### config.mk
export PLATFORM = sky130hd
export DESIGN_NAME = alu_execute_flat
export DESIGN_NICKNAME = d
export VERILOG_FILES = /design/src/cpu_pkg.sv /design/src/exec_if.sv /design/src/mem_if.sv /design/src/alu_execute.sv /design/src/flat_wrapper.sv
export SDC_FILE = /design/constraint.sdc
export NUM_CORES = 1
export LEC_CHECK = 0
export BUFFER_PORTS_ARGS = -buffer_cell sky130_fd_sc_hd__clkbuf_2
export CORE_MARGIN = 2
export CORE_UTILIZATION = 30
export DETAILED_ROUTE_END_ITERATION = 6
export GPL_TIMING_DRIVEN = 0
export PLACE_DENSITY = 0.52
export SYNTH_ARGS = -nofsm -noshare
export SYNTH_HDL_FRONTEND = slang
export SYNTH_SLANG_ARGS = --single-unit
### constraint.sdc
create_clock -name clk -period 3.59 [get_ports clk]
set_clock_uncertainty 0.15 [all_clocks]
set_input_delay 0.1795 -clock clk [delete_from_list [all_inputs] [get_ports clk]]
set_output_delay 0.1795 -clock clk [all_outputs]
set_load 0.01 [all_outputs]
### src/cpu_pkg.sv
package cpu_pkg;

  // number of architectural registers
  localparam int reg_count = 16;

  // width of the sign-extended immediate field
  localparam int imm_width = 20;

  // register index
  typedef logic [$clog2(reg_count)-1:0] reg_addr_t;

  // opcodes, top nibble of the word
  typedef enum logic [3:0] {
    op_add  = 4'h0,
    op_sub  = 4'h1,
    op_and  = 4'h2,
    op_or   = 4'h3,
    op_xor  = 4'h4,
    op_addi = 4'h5,
    op_lw   = 4'h6,
    op_sw   = 4'h7
  } op_e;

  // register format: rd = rs op rt
  typedef struct packed {
    op_e         op;
    reg_addr_t   rd;
    reg_addr_t   rs;
    reg_addr_t   rt;
    logic [15:0] unused;
  } r_fmt_t;

  // immediate format: addi, lw, sw
  // for sw the rd field names the store source
  typedef struct packed {
    op_e                  op;
    reg_addr_t            rd;
    reg_addr_t            rs;
    logic [imm_width-1:0] imm;
  } i_fmt_t;

  // one 32-bit word, two views
  typedef union packed {
    r_fmt_t r;
    i_fmt_t i;
  } instr_u;

endpackage

### src/exec_if.sv
`timescale 1ns/1ps

interface exec_if #(
  parameter int data_width = 32
);
  import cpu_pkg::*;

  // one-cycle start strobe for the execute stage
  logic                  exec_en;
  op_e                   op;
  // destination, or base register for sw
  reg_addr_t             rd;
  logic [data_width-1:0] rs_val;
  logic [data_width-1:0] rt_val;
  // already sign-extended
  logic [data_width-1:0] imm;

  modport decode (
    output exec_en,
    output op,
    output rd,
    output rs_val,
    output rt_val,
    output imm
  );

  modport execute (
    input exec_en,
    input op,
    input rd,
    input rs_val,
    input rt_val,
    input imm
  );

endinterface

### src/mem_if.sv
`timescale 1ns/1ps

interface mem_if #(
  parameter int data_width = 32,
  parameter int mem_depth  = 4096
);
  import cpu_pkg::*;

  localparam int addr_width = $clog2(mem_depth);

  // memory strobes, same meaning as the data memory block
  logic                  enable_mem;
  logic                  enable_fetch;
  logic                  enable_writeback;
  // marks the cycle an instruction sits in the memory stage
  logic                  exec_valid;
  logic [addr_width-1:0] address;
  logic [data_width-1:0] wdata;
  logic [data_width-1:0] rdata;
  logic [data_width-1:0] alu_result;
  reg_addr_t             rd_out;

  modport exec (
    output enable_mem,
    output enable_fetch,
    output enable_writeback,
    output exec_valid,
    output address,
    output wdata,
    output alu_result,
    output rd_out
  );

  modport mem (
    input  enable_mem,
    input  enable_fetch,
    input  enable_writeback,
    input  address,
    input  wdata,
    output rdata
  );

  modport result (
    input enable_mem,
    input enable_fetch,
    input enable_writeback,
    input exec_valid,
    input wdata,
    input rdata,
    input alu_result,
    input rd_out
  );

endinterface

### src/alu_execute.sv
`timescale 1ns/1ps

module alu_execute #(
  parameter int data_width = 32,
  parameter int mem_depth  = 4096
) (
  input  logic      clk,
  input  logic      rst,
  exec_if.execute   ex,
  mem_if.exec       m
);
  import cpu_pkg::*;

  localparam int addr_width = $clog2(mem_depth);

  logic [data_width-1:0] sum_imm;
  logic [data_width-1:0] alu_next;
  logic                  is_lw;
  logic                  is_sw;

  assign is_lw = (ex.op == op_lw);
  assign is_sw = (ex.op == op_sw);

  // rs + imm serves addi and the effective address
  assign sum_imm = ex.rs_val + ex.imm;

  always_comb begin
    case (ex.op)
      op_add:  alu_next = ex.rs_val + ex.rt_val;
      op_sub:  alu_next = ex.rs_val - ex.rt_val;
      op_and:  alu_next = ex.rs_val & ex.rt_val;
      op_or:   alu_next = ex.rs_val | ex.rt_val;
      op_xor:  alu_next = ex.rs_val ^ ex.rt_val;
      // addi, lw, sw
      default: alu_next = sum_imm;
    endcase
  end

  // results hold until the next exec_en
  always_ff @(posedge clk) begin
    if (ex.exec_en) begin
      m.alu_result <= alu_next;
      // address wraps at mem_depth
      m.address    <= sum_imm[addr_width-1:0];
      m.wdata      <= ex.rt_val;
      m.rd_out     <= ex.rd;
    end
  end

  // strobes live for one cycle
  always_ff @(posedge clk) begin
    if (rst) begin
      m.exec_valid       <= 1'b0;
      m.enable_mem       <= 1'b0;
      m.enable_fetch     <= 1'b0;
      m.enable_writeback <= 1'b0;
    end else begin
      m.exec_valid       <= ex.exec_en;
      m.enable_mem       <= ex.exec_en && (is_lw || is_sw);
      m.enable_fetch     <= ex.exec_en && is_lw;
      m.enable_writeback <= ex.exec_en && is_sw;
    end
  end

  // a single op never both loads and stores
  a_fetch_xor_wb: assert property (
    @(posedge clk) disable iff (rst) !(m.enable_fetch && m.enable_writeback)
  );

endmodule

### src/flat_wrapper.sv
// flat-port wrapper written by rule: the top's interface ports become plain ports
module alu_execute_flat import cpu_pkg::*;
#(
  parameter int data_width = 32,
  parameter int mem_depth  = 4096
)
  (clk, rst, ex_exec_en, ex_op, ex_rd, ex_rs_val, ex_rt_val, ex_imm, m_enable_mem, m_enable_fetch, m_enable_writeback, m_exec_valid, m_address, m_wdata, m_alu_result, m_rd_out);
  exec_if #(.data_width(data_width)) ex_i ();
  mem_if #(.data_width(data_width), .mem_depth(mem_depth)) m_i ();
  input  logic clk;
  input  logic rst;
  input wire logic [$bits(ex_i.exec_en)-1:0] ex_exec_en;
  input wire logic [$bits(ex_i.op)-1:0] ex_op;
  input wire logic [$bits(ex_i.rd)-1:0] ex_rd;
  input wire logic [$bits(ex_i.rs_val)-1:0] ex_rs_val;
  input wire logic [$bits(ex_i.rt_val)-1:0] ex_rt_val;
  input wire logic [$bits(ex_i.imm)-1:0] ex_imm;
  output wire logic [$bits(m_i.enable_mem)-1:0] m_enable_mem;
  output wire logic [$bits(m_i.enable_fetch)-1:0] m_enable_fetch;
  output wire logic [$bits(m_i.enable_writeback)-1:0] m_enable_writeback;
  output wire logic [$bits(m_i.exec_valid)-1:0] m_exec_valid;
  output wire logic [$bits(m_i.address)-1:0] m_address;
  output wire logic [$bits(m_i.wdata)-1:0] m_wdata;
  output wire logic [$bits(m_i.alu_result)-1:0] m_alu_result;
  output wire logic [$bits(m_i.rd_out)-1:0] m_rd_out;
  assign ex_i.exec_en = ex_exec_en;
  assign ex_i.op = ex_op;
  assign ex_i.rd = ex_rd;
  assign ex_i.rs_val = ex_rs_val;
  assign ex_i.rt_val = ex_rt_val;
  assign ex_i.imm = ex_imm;
  assign m_enable_mem = m_i.enable_mem;
  assign m_enable_fetch = m_i.enable_fetch;
  assign m_enable_writeback = m_i.enable_writeback;
  assign m_exec_valid = m_i.exec_valid;
  assign m_address = m_i.address;
  assign m_wdata = m_i.wdata;
  assign m_alu_result = m_i.alu_result;
  assign m_rd_out = m_i.rd_out;
  alu_execute #(.data_width(data_width), .mem_depth(mem_depth)) u_core (.clk(clk), .rst(rst), .ex(ex_i), .m(m_i));
endmodule
==> results of run 1 <==
[metrics by stage]
| step | total power [mW] | setup TNS [ns] | area, µm² | instances | hold slack, ns |
|---|---|---|---|---|---|
| 2_1_floorplan | 2.090 | -0.08978 | 8361 | 902 | 0.1019 |
| 3_5_place_dp | 2.567 | -17.08 | 9768 | 1434 | 0.2048 |
| 5_1_grt | 3.922 | -1.376 | 10950 | 1505 | 0.01717 |
| 4_1_cts | 3.682 | -0.4372 | 10710 | 1497 | 0.000002248 |
| 6_report | 3.704 | -0.4623 | 10950 | 1505 | 0.02269 |
| 3_3_place_gp | 2.563 | -18.16 | 9738 | 1433 | 0.2069 |
[synthesized netlist by cell type (all sizes together), types with 4 or more instances]
| cell | n |
|---|---|
| a211oi | 11 |
| a21boi | 5 |
| a21o | 33 |
| a21oi | 73 |
| a221o | 4 |
| a221oi | 18 |
| a22oi | 9 |
| a31o | 4 |
| a31oi | 11 |
| and2 | 6 |
| and3 | 6 |
| and4 | 4 |
| clkbuf | 28 |
| dfxtp | 4 |
| edfxtp | 80 |
| ha | 127 |
| inv | 79 |
| mux2i | 4 |
| nand2 | 42 |
| nand2b | 5 |
| nand3 | 21 |
| nand4 | 6 |
| nor2 | 65 |
| nor2b | 8 |
| nor3 | 11 |
| o211ai | 11 |
| o21a | 15 |
| o21ai | 59 |
| o21bai | 6 |
| o221ai | 10 |
| o31ai | 11 |
| o41ai | 4 |
| or3 | 7 |
| xnor2 | 58 |
| xor2 | 20 |
[cell families (layout without fill, tap and decap cells)]
| logic type | count (synthesis) | after routing | share of synthesized area (%) |
|---|---|---|---|
| xor gates and xnor gates | 78 | 78 | 8.247 |
| muxes | 5 | 5 | 0.6645 |
| and+or+nand+nor | 191 | 191 | 11.49 |
| adders and majority gates | 129 | 129 | 19.66 |
| other | 0 | 1 | 0 |
| AOI/OAI and AO/OA | 305 | 305 | 24.85 |
| DFF | 84 | 84 | 29.97 |
| buffers and inverters | 110 | 371 | 5.120 |
[timing repair]
| action | 4_1_cts | 5_1_grt |
|---|---|---|
| resized for setup | 44 | 43 |
| endpoints found under the hold margin | 34 | 0 |
| pin swaps | 22 | 29 |
| hold buffers | 34 | 0 |
| gates cloned | 0 | 0 |
| setup buffers | 16 | 7 |
| setup endpoints to repair | 21 | 18 |
[flip-flops by register name, indices dropped and copies added (netlist names)]
name and flops:
u_core.m.alu_result 32, u_core.m.address 12, u_core.m.enable_mem 1, u_core.m.enable_fetch 1, u_core.m.wdata 32, u_core.m.rd_out 4
u_core.m.exec_valid 1, u_core.m.enable_writeback 1
[final cells by class]
type                       instances  area [µm²]
antenna                            1       2.502
multi-input combinational        708        5767
timing repair buffer             248        1539
fill                            2742       16070
sequential                        84        2482
tap                              341       426.7
clock buffer                       9       225.2
clock inverter                     7       80.08
buffer                            28       135.1
inverter                          79       296.5
[power groups by stage]
stage | combinational [mW] | sequential, mW | clock [mW]
3_3_place_gp | 1.29 | 1.27 | 0
5_1_grt | 1.58 | 1.26 | 1.08
3_5_place_dp | 1.30 | 1.27 | 0
2_1_floorplan | 0.759 | 1.33 | 0
6_report | 1.44 | 1.25 | 1.02
4_1_cts | 1.38 | 1.25 | 1.05
[metal layers]
metal / GRT usage (%) / vias up / routed length [µm] / share of wire, %
met5: 0 / - / 0 / 0
met4: 5.983 / 0 / 447 / 1.5
li1: - / 3879 / - / -
met2: 30.95 / 241 / 13120 / 44
met3: 2.419 / 26 / 1572 / 5.3
met1: 29.48 / 3800 / 14340 / 49
[how the worst max path moves through the flow]
stage / to / slack (ns) / cells after the start
after global placement: u_core.m.alu_result[30] / -1.19 / 17
after detailed placement: u_core.m.alu_result[30] / -1.19 / 17
after floorplan: u_core.m.alu_result[31] / -0.06 / 16
after CTS: u_core.m.alu_result[31] / -0.17 / 18
after global routing: u_core.m.alu_result[29] / -0.25 / 17
final: u_core.m.alu_result[31] / -0.12 / 16
==> metrics.yaml, run 1 <==
outcome:
  run_status: "complete, but fails checks"
  violations: "setup timing"
routing:
  drtPass1Iterations: 5
  vias_per_cell: 5.280
  vias: 7946
  wirelength_mm: 29.48
  drt-wirelength-per-cell_um: 19.58
  detail-route-antenna-nets: 0
  drc: 0
  drt_iter0_drc: 659
logic_synthesis:
  synth_top_area_share_pct: 29.00
  ys_ff_latch: 84
  synth_cells: 902
  synthDistinctLibCells: 70
  synthTopCellsByArea: "edfxtp_1, ha_1, xnor2_1, a21oi_1, inv_1"
  async_flop_share_pct: 0
  synth_area_mm2: 0.008284
  synth-edff-count: 80
  avgSynthCellArea_um2: 9.184
  synthFlopType: "edfxtp_1"
  yosysWarningCount: 0
  ys_seq_area_share_pct: 29.97
  syn-num-nets: 1138
  yosysTopAreaCell: "edfxtp_1"
pwr:
  irDropWorstVdd_v: 0.0001838
  power_per_cell_area_mw_per_mm2: 338.1
  p_int_mw: 2.364
  p_leak_nw: 4.972
  clockPowerShare_pct: 27.6
  p_sw_share_pct: 36.18
  p_sw_mw: 1.340
  combPwrFrac_pct: 38.8
  sequentialPowerShare_pct: 33.7
global_route:
  grt_pass1_vias: 7530
  grt_start_max_net_pins: 49
  grt_remaining_overflow: 0
  antenna_found_initial: 2
  grt_pass1_wl_mm: 44.04
  grt.total_usage_pct: 20.15
worst_setup_path:
  slowest_stage: "or3_4"
  crit_required_ns: 3.54
  cp-startpoint: "ex_rt_val[12]"
  critPathLaunchType: "input pin"
  cp-end-kind: "flip-flop"
  arrival_ns: 3.66
  critical_path.max_stage_delay_ns: 0.41
  crit_chain: "buf_2, or3_4, or3_4, nor2_4, nand2_4, o41ai_4, xnor2_1, ha_2, nand3_4, nor2_4, a221o_1, a21o_1, a22o_1, a21oi_4, a31oi_2, a211o_1"
  cpLargestDelayFamily: "compound AO/OA/AOI/OAI gates"
  crit_type: "in -> reg"
  path_max_fanout: 5
  crit_buf_inv: 1
clock_tree:
  cts.sinks: 84
  path_clk_slew_ns: 0.07
  cts_buffers: 9
  cts.path.max_buffers: 2
  htreeDepth: 3
  cts_tree: "yes"
  cts.root.buffer_cell: "clkbuf_16"
die:
  io_pins: 191
  die_width_um: 170.2
  die_area_mm2: 0.02896
  initial_utilization_pct: 30.65
  die_h_um: 170.2
  fp-row-count: 60
  core_mm2: 0.02703
final_layout:
  final_cell_mix: "clkbuf_2, ha_1, edfxtp_1"
  area_growth_pct: 32.23
  final_core_util_pct: 40.53
  nets: 1394
  drive_above_1_share_pct: 26.05
  layout_commonest_cell: "clkbuf_2"
worst_hold_path:
  hold_depth: 1
  worstHoldPathType: "in -> reg"
  hold-path-endpoint: "u_core.m.wdata[14]"
  hold_path.startpoint: "ex_rt_val[14]"
sta:
  max_clock_freq_mhz: 269.5
  drv_slew: 0
  hold_viol_final: 0
  rsz0062_at_grt: "yes"
  tightest_slew_ns: 1.259
  slew_headroom_pct: 14.87
  setup_viol: 5
  min_period_ns: 3.711
  layout_setup_ws_ns: -0.1210
  finalCritPeriodShare_pct: 103.4
placed_design:
  hpwl_mm: 22.80
  dp_slack_ns: -1.194
  port_buffers: 190
  globalplace.congestion: 0.8808
flow_run:
  cap_violations: 0
No activity file was read; power rests on OpenSTA's default activity.
==> run 2, diff against run 1 <==
--- a/config.mk
+++ b/config.mk
@@ -9,7 +9,6 @@
 export CORE_MARGIN = 2
 export CORE_UTILIZATION = 30
 export DETAILED_ROUTE_END_ITERATION = 6
-export GPL_TIMING_DRIVEN = 0
 export PLACE_DENSITY = 0.52
 export SYNTH_ARGS = -nofsm -noshare
 export SYNTH_HDL_FRONTEND = slang
==> constraint.sdc (replaced) <==
create_clock -name clk -period 3.59 [get_ports clk]
set_clock_uncertainty 0.15 [all_clocks]
set_input_delay 0.5385 -clock clk [delete_from_list [all_inputs] [get_ports clk]]
set_output_delay 0.5385 -clock clk [all_outputs]
set_load 0.01 [all_outputs]
==> run 2 against run 1 <==
Effect of this change: the flow still finishes with violations (setup timing); non-clock buffer count grew 160; die area is the same; wire length grew 1.9%; via count grew 7.6%; sequential power is essentially flat; global-route usage grew 0.49 points; utilization grew 4.7 points; total power grew 5.7%.
==> metrics.yaml, run 2 (synthesis results as in run 1) <==
outcome:
  run_status: "complete, but fails checks"
  violations: "setup timing"
sta:
  hold_ws_ns: 0.1935
  finalCritPeriodShare_pct: 112.2
  setup_viol: 18
  hold_viol_final: 0
  max_clock_freq_mhz: 248.4
  layout_setup_ws_ns: -0.4362
  tightest_slew_ns: 0.6489
  min_period_ns: 4.026
  slew_headroom_pct: 56.74
  drv_slew: 0
  rsz0062_at_grt: "yes"
global_route:
  grt_pass1_wl_mm: 45.85
  busiest_layer: "met2"
  grt_remaining_overflow: 0
  grt_pass1_vias: 8411
  grt.total_usage_pct: 20.64
  grt_use_met3_pct: 2.651
  grt_start_max_net_pins: 36
  gr-usage-met1_pct: 29.07
  use_met2_pct: 33.07
  antenna_found_initial: 0
clock_tree:
  htreeDepth: 3
  cts.sinks: 84
  path_clk_slew_ns: 0.07
  cts_buffers: 9
  cts.root.buffer_cell: "clkbuf_16"
  cts.path.max_buffers: 2
  cts_tree: "yes"
die:
  die_h_um: 170.2
  die_area_mm2: 0.02896
  fp-row-count: 60
  io_pins: 191
  core_mm2: 0.02703
  die_width_um: 170.2
  initial_utilization_pct: 30.65
worst_hold_path:
  hold_depth: 2
  worstHoldPathType: "in -> reg"
placed_design:
  port_buffers: 190
  globalplace.congestion: 0.9029
  dpl.cell_count: 1615
  hpwl_mm: 23.32
routing:
  drtPass1Iterations: 5
  wirelength_mm: 30.03
  drt_iter0_drc: 443
  drc: 0
  vias_per_cell: 5.136
  detail-route-antenna-nets: 0
  drt-wirelength-per-cell_um: 18.05
  vias: 8546
worst_setup_path:
  critPathLaunchType: "input pin"
  crit_required_ns: 3.53
  critical_path.max_stage_delay_ns: 0.39
  crit_chain: "buf_6, or3_4, and4b_2, nand2_4, nor2_4, nand2_4, o31ai_4, xnor2_1, ha_1, inv_2, o21ai_2, a221o_1, a21o_1, a22o_1, a21oi_2, buf_4, a21boi_2, mux2i_1, o211ai_1"
  slowest_stage: "or3_4"
  cp-end-kind: "flip-flop"
  arrival_ns: 3.97
  path_max_fanout: 3
  crit_type: "in -> reg"
  cpMostUsedCell: "nand2_4"
final_layout:
  fin_cells: 1664
  layout_commonest_cell: "buf_4"
  area_growth_pct: 47.56
  drive_above_1_share_pct: 41.04
  final_cell_mix: "buf_4, clkbuf_2, ha_1"
  top_regs: "u_core.m.alu_result (32), u_core.m.wdata (32), u_core.m.address (12)"
  nFillCells: 2645
  n_antenna_cell: 0
  nets: 1554
pwr:
  p_leak_nw: 5.868
  irDropWorstVdd_v: 0.0002262
  power_per_cell_area_mw_per_mm2: 320.4
flow_run:
  cap_violations: 0
run 2: worst paths after layout:
path	from	endpoint	slack (ns)
max	ex_rt_val[3]	u_core.m.alu_result[29]	-0.44
min	rst	u_core.m.exec_valid	0.19
run 2: area by class of cell:
cell class / instances / area [µm²] / area share (%)
clock buffer: 10 / 229.0 / 1.873
clock inverter: 6 / 47.55 / 0.3889
inverter: 79 / 296.5 / 2.426
multi-input combinational: 708 / 5902 / 48.28
sequential: 84 / 2482 / 20.31
tap: 341 / 426.7 / 3.490
timing repair buffer: 436 / 2840 / 23.23
run 2: power breakdown:
part	internal [mW]	switching (mW)	total [mW]	leakage (nW)
clock network	0.477	0.456	0.933	0.135
logic	0.819	0.908	1.73	4.92
registers	1.22	0.0381	1.26	0.815
total	2.51	1.40	3.92	5.87
run 2: routing by layer:
layer	share of wire (%)	wire [µm]	up-vias
met5	0	0	-
li1	-	-	4206
met4	1.8	549	0
met1	48	14440	4067
met2	45	13450	241
met3	5.3	1592	32
run 2: worst max-delay path: cells and delay by family:
kind,cells,cell delay (ns)
compound gates,8,1.36
simple gates,5,1.09
buf+inv,3,0.33
fa+ha+maj,1,0.31
xor+xnor,1,0.16
mux,1,0.15
run 2: metrics by stage:
stage | power (mW) | instance area, µm² | setup slack, ns | util, % | setup TNS (ns)
6_report | 3.917 | 12220 | -0.4362 | 45.23 | -4.611
5_1_grt | 4.141 | 12220 | -0.5380 | 45.23 | -6.826
4_1_cts | 3.876 | 11980 | -0.3445 | 44.34 | -3.200
3_5_place_dp | 2.827 | 11240 | -0.8429 | 41.58 | -12.16
3_3_place_gp | 2.824 | 11240 | -0.7595 | 41.58 | -12.06
2_1_floorplan | 2.097 | 8391 | -0.4193 | - | -2.316
run 2: repair_timing:
action                                  4_1_cts  5_1_grt
gates resized for setup                      58       41
hold buffers                                  0        0
endpoints found under the setup margin       15       23
pin swaps                                    41       34
setup buffers                                31        5
==> run 3, diff against run 2 <==
--- a/config.mk
+++ b/config.mk
@@ -6,10 +6,12 @@
 export NUM_CORES = 1
 export LEC_CHECK = 0
 export BUFFER_PORTS_ARGS = -buffer_cell sky130_fd_sc_hd__clkbuf_2
+export CELL_PAD_IN_SITES_DETAIL_PLACEMENT = 0
+export CELL_PAD_IN_SITES_GLOBAL_PLACEMENT = 1
 export CORE_MARGIN = 2
 export CORE_UTILIZATION = 30
 export DETAILED_ROUTE_END_ITERATION = 6
-export PLACE_DENSITY = 0.52
+export PLACE_DENSITY = 0.65
 export SYNTH_ARGS = -nofsm -noshare
 export SYNTH_HDL_FRONTEND = slang
 export SYNTH_SLANG_ARGS = --single-unit
==> run 3 against run 2 <==
Effect of this change: the flow still finishes with violations (setup timing); worst setup slack gained 0.028 ns; final cell count down 0.30%; sequential power about the same; via count is 1.3% lower; clock-buffer cell count is 1 lower; wire length down 1.1%; critical path depth decreased by 1; sequential cell count stayed put; sequential share of layout area fell by 0.12 points; cell area increased by 0.60%; total power increased by 2.5%; highest routed layer unchanged.
==> metrics.yaml, run 3 (synthesis results as in run 1) <==
clock_tree:
  cts.root.buffer_cell: "clkbuf_16"
  cts.path.max_buffers: 2
  cts_tree: "yes"
  htreeDepth: 3
  cts_buffers: 9
  cts.sinks: 84
  path_clk_slew_ns: 0.08
worst_setup_path:
  cpMostUsedCell: "buf_4"
  crit_required_ns: 3.53
  slowest_stage: "a221o_2"
  arrival_ns: 3.94
  crit_chain: "buf_6, or3_4, buf_4, buf_6, nor3_4, buf_4, a21oi_2, xnor2_1, ha_1, a21o_1, a21oi_2, o21ai_1, a221o_2, o31ai_4, buf_4, nor2_4, o311ai_4, o211ai_1"
  cpLargestDelayFamily: "compound AO/OA/AOI/OAI gates"
  path_max_fanout: 4
  crit_type: "in -> reg"
  critical_path.max_stage_delay_ns: 0.42
  cp-end-kind: "flip-flop"
  crit_buf_inv: 5
  critPathLaunchType: "input pin"
outcome:
  violations: "setup timing"
  run_status: "complete, but fails checks"
routing:
  wirelength_mm: 29.70
  detail-route-antenna-nets: 0
  drc: 0
  drt-wirelength-per-cell_um: 17.90
  vias_per_cell: 5.083
  drtPass1Iterations: 5
  drt_iter0_drc: 409
  vias: 8432
final_layout:
  seq_area_mm2: 0.002482
  final_cell_mix: "buf_4, clkbuf_2, ha_1"
  nets: 1548
  fin_cells: 1659
  area_growth_pct: 48.45
  drive_above_1_share_pct: 41.23
  layout_commonest_cell: "buf_4"
  top_regs: "u_core.m.alu_result (32), u_core.m.wdata (32), u_core.m.address (12)"
  multi_input_area_mm2: 0.005928
  nFillCells: 2662
sta:
  finalCritPeriodShare_pct: 111.4
  tns_ns: -4.054
  rsz0062_at_grt: "yes"
  min_period_ns: 3.999
  hold_ws_ns: 0.1913
  tightest_slew_ns: 0.8254
  setup_viol: 17
  layout_setup_ws_ns: -0.4087
  slew_headroom_pct: 44.82
  drv_slew: 0
  hold_viol_final: 0
  max_clock_freq_mhz: 250.1
die:
  die_h_um: 170.2
  fp-row-count: 60
  io_pins: 191
  core_mm2: 0.02703
  die_width_um: 170.2
  die_area_mm2: 0.02896
  initial_utilization_pct: 30.65
flow_run:
  cap_violations: 0
global_route:
  grt_remaining_overflow: 0
  grt_pass1_wl_mm: 45.79
  antenna_found_initial: 1
  grt_start_max_net_pins: 51
  grt_pass1_vias: 8180
  grt.total_usage_pct: 20.39
placed_design:
  globalplace.congestion: 0.8905
  port_buffers: 190
  hpwl_mm: 23.40
  dpl.cell_count: 1619
pwr:
  p_leak_nw: 5.873
  power_per_cell_area_mw_per_mm2: 326.4
  irDropWorstVdd_v: 0.0001998
  finalPower_mw: 4.014
worst_hold_path:
  worstHoldPathType: "in -> reg"
run 3: final timing paths:
check                 cells past startpoint         start  slack [ns]                 endpoint
worst min-delay path                      1      ex_rd[0]        0.19       u_core.m.rd_out[0]
worst max-delay path                     18  ex_rt_val[3]       -0.41  u_core.m.alu_result[27]
run 3: cell type report:
type | count | share of cell area (%)
inverters | 79 | 2.411
repair buffers | 430 | 23.19
well taps | 341 | 3.469
clock inverters | 7 | 0.6918
multi-input cells | 708 | 48.20
clock buffers | 9 | 1.831
flip-flops and latches | 84 | 20.19
diodes | 1 | 0.02035
run 3: report_power, final:
group / switching (mW) / internal [mW]
clock: 0.493 / 0.559
sequential: 0.0347 / 1.22
combinational: 0.902 / 0.808
run 3: stage by stage:
stage	area, µm²	utilization, %	setup slack, ns
CTS	11920	44.09	-0.3306
global route	12300	45.50	-0.5180
finish	12300	45.50	-0.4087
global placement	11310	41.83	-0.9705
floorplan	8391	-	-0.4193
detailed placement	11310	41.83	-0.9650
run 3: layer usage:
metal  part of all wire, %  wire length, µm  global-route usage [%]  vias to the layer above
met4                   1.5              446                   4.645                        0
li1                      -                -                       -                     4187
met3                   4.7             1405                   2.674                       24
met5                     0                0                       0                        -
met1                    50            14920                   29.95                     4007
met2                    44            12930                   31.65                      214
run 3: repair_timing:
item,4_1_cts,5_1_grt
resized for setup,43,66
endpoints found under the hold margin,0,0
hold buffers,0,0
pin swaps,30,64
setup buffers,14,12
endpoints found under the setup margin,19,23
